--- src/verilog/cache_cfg_pkg.sv ---
/* cache geometry constants and the address, word and strobe types
   shared by the datapath blocks */

`default_nettype none

package cache_cfg_pkg;

   // front-end byte address width
   localparam int ADDR_W = 16;

   // word width and bytes per word
   localparam int DATA_W = 32;
   localparam int NBYTES = DATA_W / 8;

   // byte address
   typedef logic [ADDR_W-1:0] addr_t;

   // data word
   typedef logic [DATA_W-1:0] word_t;

   // one strobe bit per byte lane
   typedef logic [NBYTES-1:0] strb_t;

endpackage

`default_nettype wire

--- src/verilog/cache_regs_pkg.sv ---
/* APB register map of the cache control block and the command bits of REG_CTRL */

`default_nettype none

package cache_regs_pkg;

   localparam int REG_ADDR_W = 5;

   typedef logic [REG_ADDR_W-1:0] reg_addr_t;

   // register offsets, byte addressed
   localparam reg_addr_t REG_STATUS    = 5'h00;
   localparam reg_addr_t REG_RD_HITS   = 5'h04;
   localparam reg_addr_t REG_RD_MISSES = 5'h08;
   localparam reg_addr_t REG_WR_HITS   = 5'h0C;
   localparam reg_addr_t REG_WR_MISSES = 5'h10;
   // write only
   localparam reg_addr_t REG_CTRL      = 5'h14;

   // command bits in REG_CTRL
   localparam int CTRL_INVALIDATE_BIT = 0;
   localparam int CTRL_CLEAR_BIT      = 1;

endpackage

`default_nettype wire

--- src/verilog/cache_ifs.sv ---
/* refill/write-through channel between cache memory and back-end,
   and the hit/miss event and invalidate channel */

`timescale 1ns/100ps
`default_nettype none

interface cache_refill_if #(
   parameter int WORD_OFFSET_W = 2
) ();
   import cache_cfg_pkg::*;

   // line address is the byte address without word and byte offsets
   localparam int LINE_ADDR_W = ADDR_W - $clog2(NBYTES) - WORD_OFFSET_W;

   logic                     refill_req;
   logic [LINE_ADDR_W-1:0]   refill_line_addr;
   logic                     wt_req;
   addr_t                    wt_addr;
   word_t                    wt_data;
   strb_t                    wt_strb;
   logic                     refill_valid;
   logic [WORD_OFFSET_W-1:0] refill_word_idx;
   word_t                    refill_data;
   logic                     refill_done;
   logic                     wt_done;
   logic                     be_idle;

   modport mem_mp (
      output refill_req, refill_line_addr, wt_req, wt_addr, wt_data, wt_strb,
      input  refill_valid, refill_word_idx, refill_data, refill_done, wt_done, be_idle
   );

   modport be_mp (
      input  refill_req, refill_line_addr, wt_req, wt_addr, wt_data, wt_strb,
      output refill_valid, refill_word_idx, refill_data, refill_done, wt_done, be_idle
   );

endinterface

interface cache_event_if ();
   logic rd_hit;
   logic rd_miss;
   logic wr_hit;
   logic wr_miss;
   logic invalidate;

   modport src_mp (output rd_hit, rd_miss, wr_hit, wr_miss, input invalidate);
   modport sink_mp (input rd_hit, rd_miss, wr_hit, wr_miss, output invalidate);

endinterface

`default_nettype wire

--- src/verilog/cache_back_end.sv ---
/* back-end sequencer: line refills as word beats and single-word
   write-throughs onto the memory port */

`timescale 1ns/100ps
`default_nettype none

module cache_back_end #(
   parameter int NLINES_W      = 4,
   parameter int WORD_OFFSET_W = 2
) (
   input  logic                 clk_i,
   input  logic                 rst_n_i,
   cache_refill_if.be_mp        refill,
   output logic                 mem_req_o,
   output logic                 mem_we_o,
   output cache_cfg_pkg::addr_t mem_addr_o,
   output cache_cfg_pkg::word_t mem_wdata_o,
   output cache_cfg_pkg::strb_t mem_wstrb_o,
   input  cache_cfg_pkg::word_t mem_rdata_i,
   input  logic                 mem_ack_i
);
   import cache_cfg_pkg::*;

   localparam int BYTE_OFF_W = $clog2(NBYTES);
   localparam int TAG_W      = ADDR_W - BYTE_OFF_W - WORD_OFFSET_W - NLINES_W;

   typedef enum logic [1:0] {BE_IDLE, BE_READ, BE_WRITE} be_state_t;

   be_state_t                state_q;
   logic [WORD_OFFSET_W-1:0] beat_q;
   logic                     last_beat;
   logic [TAG_W-1:0]         line_tag;
   logic [NLINES_W-1:0]      line_idx;

   assign {line_tag, line_idx} = refill.refill_line_addr;
   assign last_beat            = (beat_q == '1);

   always_ff @(posedge clk_i or negedge rst_n_i) begin
      if (!rst_n_i) begin
         state_q <= BE_IDLE;
         beat_q  <= '0;
      end else begin
         case (state_q)
            BE_IDLE: begin
               beat_q <= '0;
               if (refill.refill_req) begin
                  state_q <= BE_READ;
               end else if (refill.wt_req) begin
                  state_q <= BE_WRITE;
               end
            end
            BE_READ: begin
               if (mem_ack_i) begin
                  beat_q <= beat_q + WORD_OFFSET_W'(1);
                  if (last_beat) begin
                     state_q <= BE_IDLE;
                  end
               end
            end
            BE_WRITE: begin
               if (mem_ack_i) begin
                  state_q <= BE_IDLE;
               end
            end
            default: state_q <= BE_IDLE;
         endcase
      end
   end

   assign mem_req_o   = (state_q != BE_IDLE);
   assign mem_we_o    = (state_q == BE_WRITE);
   // word aligned in both cases
   assign mem_addr_o  = (state_q == BE_WRITE) ?
                        {refill.wt_addr[ADDR_W-1:BYTE_OFF_W], BYTE_OFF_W'(0)} :
                        {line_tag, line_idx, beat_q, BYTE_OFF_W'(0)};
   assign mem_wdata_o = refill.wt_data;
   assign mem_wstrb_o = (state_q == BE_WRITE) ? refill.wt_strb : '0;

   // each acknowledged beat goes straight to the data array
   assign refill.refill_valid    = (state_q == BE_READ) && mem_ack_i;
   assign refill.refill_word_idx = beat_q;
   assign refill.refill_data     = mem_rdata_i;
   assign refill.refill_done     = refill.refill_valid && last_beat;
   assign refill.wt_done         = (state_q == BE_WRITE) && mem_ack_i;
   assign refill.be_idle         = (state_q == BE_IDLE);

   addr_stable_a: assert property (@(posedge clk_i) disable iff (!rst_n_i)
      (mem_req_o && !mem_ack_i) |=> $stable(mem_addr_o))
      else $error("mem_addr_o changed during a stalled request");

endmodule

`default_nettype wire

--- src/verilog/cache_control.sv ---
/* APB slave with saturating hit/miss counters, back-end status
   and the invalidate and counter-clear commands */

`timescale 1ns/100ps
`default_nettype none

module cache_control (
   input  logic                      clk_i,
   input  logic                      rst_n_i,
   input  logic                      psel_i,
   input  logic                      penable_i,
   input  logic                      pwrite_i,
   input  cache_regs_pkg::reg_addr_t paddr_i,
   input  cache_cfg_pkg::word_t      pwdata_i,
   output cache_cfg_pkg::word_t      prdata_o,
   output logic                      pready_o,
   output logic                      pslverr_o,
   cache_event_if.sink_mp            events,
   input  logic                      be_idle_i
);
   import cache_cfg_pkg::*;
   import cache_regs_pkg::*;

   // rd_hit, rd_miss, wr_hit, wr_miss in register order
   word_t      cnt_q [4];
   logic [3:0] ev;
   logic       access;
   logic       ctrl_wr;
   logic       cnt_clear;
   logic       mapped;

   assign access    = psel_i && penable_i;
   assign ev        = {events.wr_miss, events.wr_hit, events.rd_miss, events.rd_hit};
   assign ctrl_wr   = access && pwrite_i && (paddr_i == REG_CTRL);
   assign cnt_clear = ctrl_wr && pwdata_i[CTRL_CLEAR_BIT];

   // valid bits drop at the end of the access phase
   assign events.invalidate = ctrl_wr && pwdata_i[CTRL_INVALIDATE_BIT];

   always_ff @(posedge clk_i or negedge rst_n_i) begin
      if (!rst_n_i) begin
         for (int i = 0; i < 4; i++) begin
            cnt_q[i] <= '0;
         end
      end else begin
         for (int i = 0; i < 4; i++) begin
            if (cnt_clear) begin
               cnt_q[i] <= '0;
            end else if (ev[i] && cnt_q[i] != '1) begin
               cnt_q[i] <= cnt_q[i] + 32'd1;
            end
         end
      end
   end

   always_comb begin
      prdata_o = '0;
      mapped   = 1'b1;
      case (paddr_i)
         REG_STATUS:    prdata_o = word_t'(be_idle_i);
         REG_RD_HITS:   prdata_o = cnt_q[0];
         REG_RD_MISSES: prdata_o = cnt_q[1];
         REG_WR_HITS:   prdata_o = cnt_q[2];
         REG_WR_MISSES: prdata_o = cnt_q[3];
         // command register cannot be read back
         REG_CTRL:      mapped = pwrite_i;
         default:       mapped = 1'b0;
      endcase
   end

   // no wait states
   assign pready_o  = access;
   assign pslverr_o = access && !mapped;

   apb_enable_a: assert property (@(posedge clk_i) disable iff (!rst_n_i)
      penable_i |-> psel_i)
      else $error("penable_i high without psel_i");

endmodule

`default_nettype wire

--- src/verilog/cache_memory.sv ---
/* direct-mapped tag, valid and data arrays with hit detection,
   front-end request register and the lookup/refill/write FSM */

`timescale 1ns/100ps
`default_nettype none

module cache_memory #(
   parameter int NLINES_W      = 4,
   parameter int WORD_OFFSET_W = 2
) (
   input  logic                 clk_i,
   input  logic                 rst_n_i,
   input  logic                 req_i,
   input  logic                 we_i,
   input  cache_cfg_pkg::addr_t addr_i,
   input  cache_cfg_pkg::word_t wdata_i,
   input  cache_cfg_pkg::strb_t wstrb_i,
   output cache_cfg_pkg::word_t rdata_o,
   output logic                 ack_o,
   cache_refill_if.mem_mp       refill,
   cache_event_if.src_mp        events
);
   import cache_cfg_pkg::*;

   localparam int BYTE_OFF_W = $clog2(NBYTES);
   localparam int TAG_W      = ADDR_W - BYTE_OFF_W - WORD_OFFSET_W - NLINES_W;
   localparam int NLINES     = 2 ** NLINES_W;
   localparam int NWORDS     = NLINES * (2 ** WORD_OFFSET_W);

   typedef enum logic [1:0] {IDLE, LOOKUP, REFILL, WRITE} state_t;

   state_t state_q;
   logic   ack_q;
   logic   accept;
   logic   hit;

   // registered front-end request
   logic  we_q;
   addr_t addr_q;
   word_t wdata_q;
   strb_t wstrb_q;
   word_t rdata_q;

   logic [TAG_W-1:0]         addr_tag;
   logic [NLINES_W-1:0]      addr_idx;
   logic [WORD_OFFSET_W-1:0] addr_off;

   logic [NLINES-1:0] valid_q;
   logic [TAG_W-1:0]  tag_mem [NLINES];
   word_t             data_mem [NWORDS];

   assign {addr_tag, addr_idx, addr_off} = addr_q[ADDR_W-1:BYTE_OFF_W];

   // no new request while the previous ack is still visible
   assign accept = (state_q == IDLE) && req_i && !ack_q;
   assign hit    = valid_q[addr_idx] && (tag_mem[addr_idx] == addr_tag);

   always_ff @(posedge clk_i) begin
      if (accept) begin
         we_q    <= we_i;
         addr_q  <= addr_i;
         wdata_q <= wdata_i;
         wstrb_q <= wstrb_i;
      end
      if (state_q == LOOKUP && hit) begin
         if (!we_q) begin
            rdata_q <= data_mem[{addr_idx, addr_off}];
         end else begin
            // byte merge of the write hit
            for (int b = 0; b < NBYTES; b++) begin
               if (wstrb_q[b]) begin
                  data_mem[{addr_idx, addr_off}][8*b +: 8] <= wdata_q[8*b +: 8];
               end
            end
         end
      end
      if (refill.refill_valid) begin
         data_mem[{addr_idx, refill.refill_word_idx}] <= refill.refill_data;
         if (refill.refill_word_idx == addr_off) begin
            rdata_q <= refill.refill_data;
         end
      end
      if (refill.refill_done) begin
         tag_mem[addr_idx] <= addr_tag;
      end
   end

   always_ff @(posedge clk_i or negedge rst_n_i) begin
      if (!rst_n_i) begin
         state_q <= IDLE;
         ack_q   <= 1'b0;
         valid_q <= '0;
      end else begin
         ack_q <= 1'b0;
         if (events.invalidate) begin
            valid_q <= '0;
         end
         case (state_q)
            IDLE: begin
               if (accept) begin
                  state_q <= LOOKUP;
               end
            end
            LOOKUP: begin
               if (we_q) begin
                  state_q <= WRITE;
               end else if (hit) begin
                  ack_q   <= 1'b1;
                  state_q <= IDLE;
               end else begin
                  state_q <= REFILL;
               end
            end
            REFILL: begin
               if (refill.refill_done) begin
                  valid_q[addr_idx] <= 1'b1;
                  ack_q             <= 1'b1;
                  state_q           <= IDLE;
               end
            end
            WRITE: begin
               if (refill.wt_done) begin
                  ack_q   <= 1'b1;
                  state_q <= IDLE;
               end
            end
            default: state_q <= IDLE;
         endcase
      end
   end

   assign rdata_o = rdata_q;
   assign ack_o   = ack_q;

   // requests to the back-end, held until the matching done
   assign refill.refill_req       = (state_q == REFILL);
   assign refill.refill_line_addr = {addr_tag, addr_idx};
   assign refill.wt_req           = (state_q == WRITE);
   assign refill.wt_addr          = addr_q;
   assign refill.wt_data          = wdata_q;
   assign refill.wt_strb          = wstrb_q;

   // lookup lasts one cycle, so these are single pulses
   assign events.rd_hit  = (state_q == LOOKUP) && !we_q && hit;
   assign events.rd_miss = (state_q == LOOKUP) && !we_q && !hit;
   assign events.wr_hit  = (state_q == LOOKUP) && we_q && hit;
   assign events.wr_miss = (state_q == LOOKUP) && we_q && !hit;

   req_held_a: assert property (@(posedge clk_i) disable iff (!rst_n_i)
      (req_i && !ack_o) |=> req_i)
      else $error("req_i dropped before ack_o");

endmodule

`default_nettype wire

--- src/verilog/cache_top.sv ---
/* cache top level: cache memory, back-end and APB control block */

`timescale 1ns/100ps
`default_nettype none

module cache_top #(
   parameter int NLINES_W      = 4,
   parameter int WORD_OFFSET_W = 2
) (
   input  logic                      clk_i,
   input  logic                      rst_n_i,
   // front-end
   input  logic                      req_i,
   input  logic                      we_i,
   input  cache_cfg_pkg::addr_t      addr_i,
   input  cache_cfg_pkg::word_t      wdata_i,
   input  cache_cfg_pkg::strb_t      wstrb_i,
   output cache_cfg_pkg::word_t      rdata_o,
   output logic                      ack_o,
   // memory port
   output logic                      mem_req_o,
   output logic                      mem_we_o,
   output cache_cfg_pkg::addr_t      mem_addr_o,
   output cache_cfg_pkg::word_t      mem_wdata_o,
   output cache_cfg_pkg::strb_t      mem_wstrb_o,
   input  cache_cfg_pkg::word_t      mem_rdata_i,
   input  logic                      mem_ack_i,
   // APB
   input  logic                      psel_i,
   input  logic                      penable_i,
   input  logic                      pwrite_i,
   input  cache_regs_pkg::reg_addr_t paddr_i,
   input  cache_cfg_pkg::word_t      pwdata_i,
   output cache_cfg_pkg::word_t      prdata_o,
   output logic                      pready_o,
   output logic                      pslverr_o
);

   cache_refill_if #(.WORD_OFFSET_W(WORD_OFFSET_W)) refill_if ();
   cache_event_if event_if ();

   cache_memory #(
      .NLINES_W     (NLINES_W),
      .WORD_OFFSET_W(WORD_OFFSET_W)
   ) cache_memory_i (
      .clk_i  (clk_i),
      .rst_n_i(rst_n_i),
      .req_i  (req_i),
      .we_i   (we_i),
      .addr_i (addr_i),
      .wdata_i(wdata_i),
      .wstrb_i(wstrb_i),
      .rdata_o(rdata_o),
      .ack_o  (ack_o),
      .refill (refill_if.mem_mp),
      .events (event_if.src_mp)
   );

   cache_back_end #(
      .NLINES_W     (NLINES_W),
      .WORD_OFFSET_W(WORD_OFFSET_W)
   ) cache_back_end_i (
      .clk_i      (clk_i),
      .rst_n_i    (rst_n_i),
      .refill     (refill_if.be_mp),
      .mem_req_o  (mem_req_o),
      .mem_we_o   (mem_we_o),
      .mem_addr_o (mem_addr_o),
      .mem_wdata_o(mem_wdata_o),
      .mem_wstrb_o(mem_wstrb_o),
      .mem_rdata_i(mem_rdata_i),
      .mem_ack_i  (mem_ack_i)
   );

   cache_control cache_control_i (
      .clk_i    (clk_i),
      .rst_n_i  (rst_n_i),
      .psel_i   (psel_i),
      .penable_i(penable_i),
      .pwrite_i (pwrite_i),
      .paddr_i  (paddr_i),
      .pwdata_i (pwdata_i),
      .prdata_o (prdata_o),
      .pready_o (pready_o),
      .pslverr_o(pslverr_o),
      .events   (event_if.sink_mp),
      .be_idle_i(refill_if.be_idle)
   );

endmodule

`default_nettype wire
--- config.mk ---
export PLATFORM = sky130hd
export DESIGN_NAME = cache_top
export DESIGN_NICKNAME = d
export VERILOG_FILES = /design/src/verilog/cache_cfg_pkg.sv /design/src/verilog/cache_regs_pkg.sv /design/src/verilog/cache_ifs.sv /design/src/verilog/cache_back_end.sv /design/src/verilog/cache_control.sv /design/src/verilog/cache_memory.sv /design/src/verilog/cache_top.sv
export SDC_FILE = /design/constraint.sdc
export NUM_CORES = 2
export LEC_CHECK = 0
export BUFFER_PORTS_ARGS = -buffer_cell sky130_fd_sc_hd__buf_2
export CELL_PAD_IN_SITES_DETAIL_PLACEMENT = 0
export CELL_PAD_IN_SITES_GLOBAL_PLACEMENT = 2
export CORE_MARGIN = 3
export CORE_UTILIZATION = 25
export CTS_CLUSTER_DIAMETER = 60
export DETAILED_ROUTE_END_ITERATION = 7
export PLACE_DENSITY = 0.51
export SLEW_MARGIN = 20
export SYNTH_ARGS = -nofsm -noshare
export SYNTH_HDL_FRONTEND = slang
export SYNTH_SLANG_ARGS = --single-unit
--- constraint.sdc ---
create_clock -name clk_i -period 8.2 [get_ports clk_i]
set_input_delay 2.46 -clock clk_i [delete_from_list [all_inputs] [get_ports clk_i]]
set_output_delay 2.46 -clock clk_i [all_outputs]
set_load 0.02 [all_outputs]
==> summary.txt <==
Mean post-synth cell area -> 16.0 um2
Number of global-route vias before repair -> 72600
Rows -> 255
Top cells by area, synth -> edfxtp_1 (55%), mux2_2 (19%), mux4_2 (12%)
Initial Util -> 25.2%
Remaining Overflow, GRT -> 0
Commonest cells post-synth -> edfxtp_1 (2227), mux2_2 (2058), clkbuf_1 (729), mux4_2 (663), nor2_1 (403)
Multi-input logic area -> 47700 um2
CTS Sinks -> 2416
Final Cycle Share -> 84.8%
Synth Register Bits -> 2416
Final Max Slew Viols -> 0
Post-route ant nets -> 0
Share of cells above drive strength 1 -> 49.1%
Synthesis-to-layout area growth -> 14.8%
CP startpoint kind -> input port
Crit. End Element -> primary output
PostCTS Resize Cnt -> 0
Post-layout nets -> 7552
Sequential cell area -> 71400 um2
I/O pin total -> 250
DR WL/cell -> 31.7 um
CP required -> 5.74 ns
Total wire length -> 447 mm
Final hold violations -> 0
Postcts setup bufs -> 0
RSZ-0062 raised after global routing -> no
Top-count cell post-synth -> edfxtp_1
Detailed Place HPWL -> 270 mm
PwrDens -> 260 nW/um2
Total GRT Usage -> 17.5%
First-pass GRT wire length -> 615 mm
Synth top area share -> 54.8%
Post-synth top area cell -> edfxtp_1
Crit path max fanout -> 24
Critical path class -> input port to primary output
Worst min path class -> flop to flop
VDD IR-drop max -> 0.198 mV
Slew @ Worst Pin -> 1.20 ns
Via count -> 70400
# port buffers -> 215
Max Cap Viol -> 0
Async SR Flop Fraction -> 6.25%
Rel. slew slack -> 19.9%
Number of DRC markers in iteration 0 -> 6252
Post-Synthesis Cell Area -> 122000 um2
Std-Cell Core Area -> 484000 um2
WP data arrival -> 4.49 ns
Peak Freq -> 144 MHz
Die Y -> 705 um
Number of flops mapped to enable cells by yosys -> 2227
CTS clk-pin slew, worst paths -> 0.06 ns
Final clock skew -> 0.0579 ns
Pleak -> 44.6 nW
Setup violators final -> 0
WHS -> 0.479 ns
CTS tree -> built
Skew-Pair Late Insertion Delay -> 0.93 ns
Initial antenna violation count -> 30
Unique cell type count in the Yosys netlist -> 68
Die Width -> 705 um
Initial DRT Pass Iterations -> 5
Cts bufs inserted -> 301
Setup TNS -> 0 ns
Fill count -> 48100
Final Wtd Congestion -> 0.770
# DRC -> 0
Top FF cell, synth -> edfxtp_1
CTS max path bufs -> 4
YS warnings -> 0
Mapped Cells -> 7621
Status -> finished clean
Cts-stage hold buffer count -> 0
Crit path time final -> 6.95 ns
DIE AREA -> 497000 um2
Seq/Total Area, Yosys -> 58.5%
Largest net degree at the start of global routing -> 113
Vias/cell -> 5.00
Htree depth -> 5
Root Buffer -> clkbuf_16
==> flip-flops by register name (all words and copies together) (netlist names), 4 cells and up, named ones only <==
name                           count
cache_memory_i.tag_mem           128
cache_memory_i.rdata_o            32
cache_memory_i.valid_q            16
cache_memory_i.refill.wt_data     32
cache_memory_i.refill.wt_strb      4
cache_memory_i.refill.wt_addr     14
cache_memory_i.data_mem         2048
cache_control_i.cnt_q            128
==> final timing paths <==
path / from / end / slack [ns] / cells after the start
setup / recovery: paddr_i[4] / prdata_o[26] / 1.25 / 6
hold / removal: cache_memory_i.valid_q[14] / cache_memory_i.valid_q[14] / 0.48 / 2
setup reg to reg: flop / cache_memory_i.data_mem[57][24] / 1.86 / 10
hold reg to reg: cache_memory_i.valid_q[14] / cache_memory_i.valid_q[14] / 0.48 / 2
max in group asynchronous: rst_n_i / cache_control_i.cnt_q[108] / 5.15 / 3
min in group asynchronous: rst_n_i / cache_control_i.cnt_q[100] / 1.58 / 1
==> metrics by stage <==
step	instances	cell area, um2	utilization (%)	power [W]	worst slack [ns]
after floorplan	7622	122000	-	0.0200	1.80
after global placement	13500	130000	26.9	0.0233	1.19
after detailed placement	13500	130000	26.9	0.0234	1.20
after CTS	14100	140000	28.9	0.0370	1.20
after global routing	14100	140000	28.9	0.0378	1.14
final	14100	140000	28.9	0.0364	1.25
==> metal layers <==
metal	routed length (um)	track usage, %
met4	13600	5.09
met5	26	0
met3	20400	2.42
met1	198000	23.8
met2	215000	29.0
==> placed cells by master (no fill, tap or decap), drive strengths merged, types with 12 or more instances in the layout <==
master / synthesis / final
a31oi: 38 / 38
a21oi: 70 / 70
o21ai: 78 / 78
clkbuf: 729 / 374
a221o: 31 / 31
and4: 16 / 16
a22o: 12 / 12
buf: 228 / 450
o31ai: 22 / 22
or3: 31 / 31
inv: 28 / 49
nand2b: 32 / 32
xnor2: 18 / 18
mux2: 2058 / 2058
and2: 28 / 28
dfxtp: 38 / 38
and3: 21 / 21
a22oi: 72 / 72
nand4: 46 / 46
nand3: 52 / 52
o211ai: 12 / 12
clkinv: 0 / 122
or4: 33 / 33
nand2: 212 / 212
mux2i: 124 / 124
edfxtp: 2227 / 2227
dfrtp: 151 / 151
nor3: 16 / 16
bufinv: 0 / 25
xor2: 12 / 12
mux4: 663 / 663
nor2: 403 / 403
==> final cells by class <==
type,instances,share of cell area (%)
Inverter,28,0.0750
Multi-Input combinational cell,4221,34.0
Clock buffer,374,5.74
Tap cell,6425,5.74
Antenna cell,9,0.0161
Sequential cell,2416,51.0
Timing Repair Buffer,450,2.22
Clock inverter,178,1.23
==> power by group <==
part / leakage (nW) / internal, W / switching (W) / total [W]
registers: 22.0 / 0.0142 / 0.000477 / 0.0147
clock network: 4.76 / 0.00781 / 0.00563 / 0.0134
logic: 17.8 / 0.00348 / 0.00484 / 0.00832
==> cells by family (layout without fill, tap and decap cells) <==
group,count (synthesis),after routing,synth area share [%]
XOR/XNOR,30,30,0.215
multiplexers,2845,2845,32.2
buffers and inverters,985,1030,3.11
adder cells (fa/ha/maj),5,5,0.0513
AO/OA/AOI/OAI,396,396,2.26
AND/OR/NAND/NOR,943,943,3.62
other,1,11,0.00307
flip-flops,2416,2416,58.5
==> critical path, cell delays in order <==
cell     delay, ns
buf_2         0.13
nor3_1        0.29
and3b_1       0.90
buf_4         0.32
a221o_1       0.18
buf_2         0.18
(Power assumes the default switching activity.)
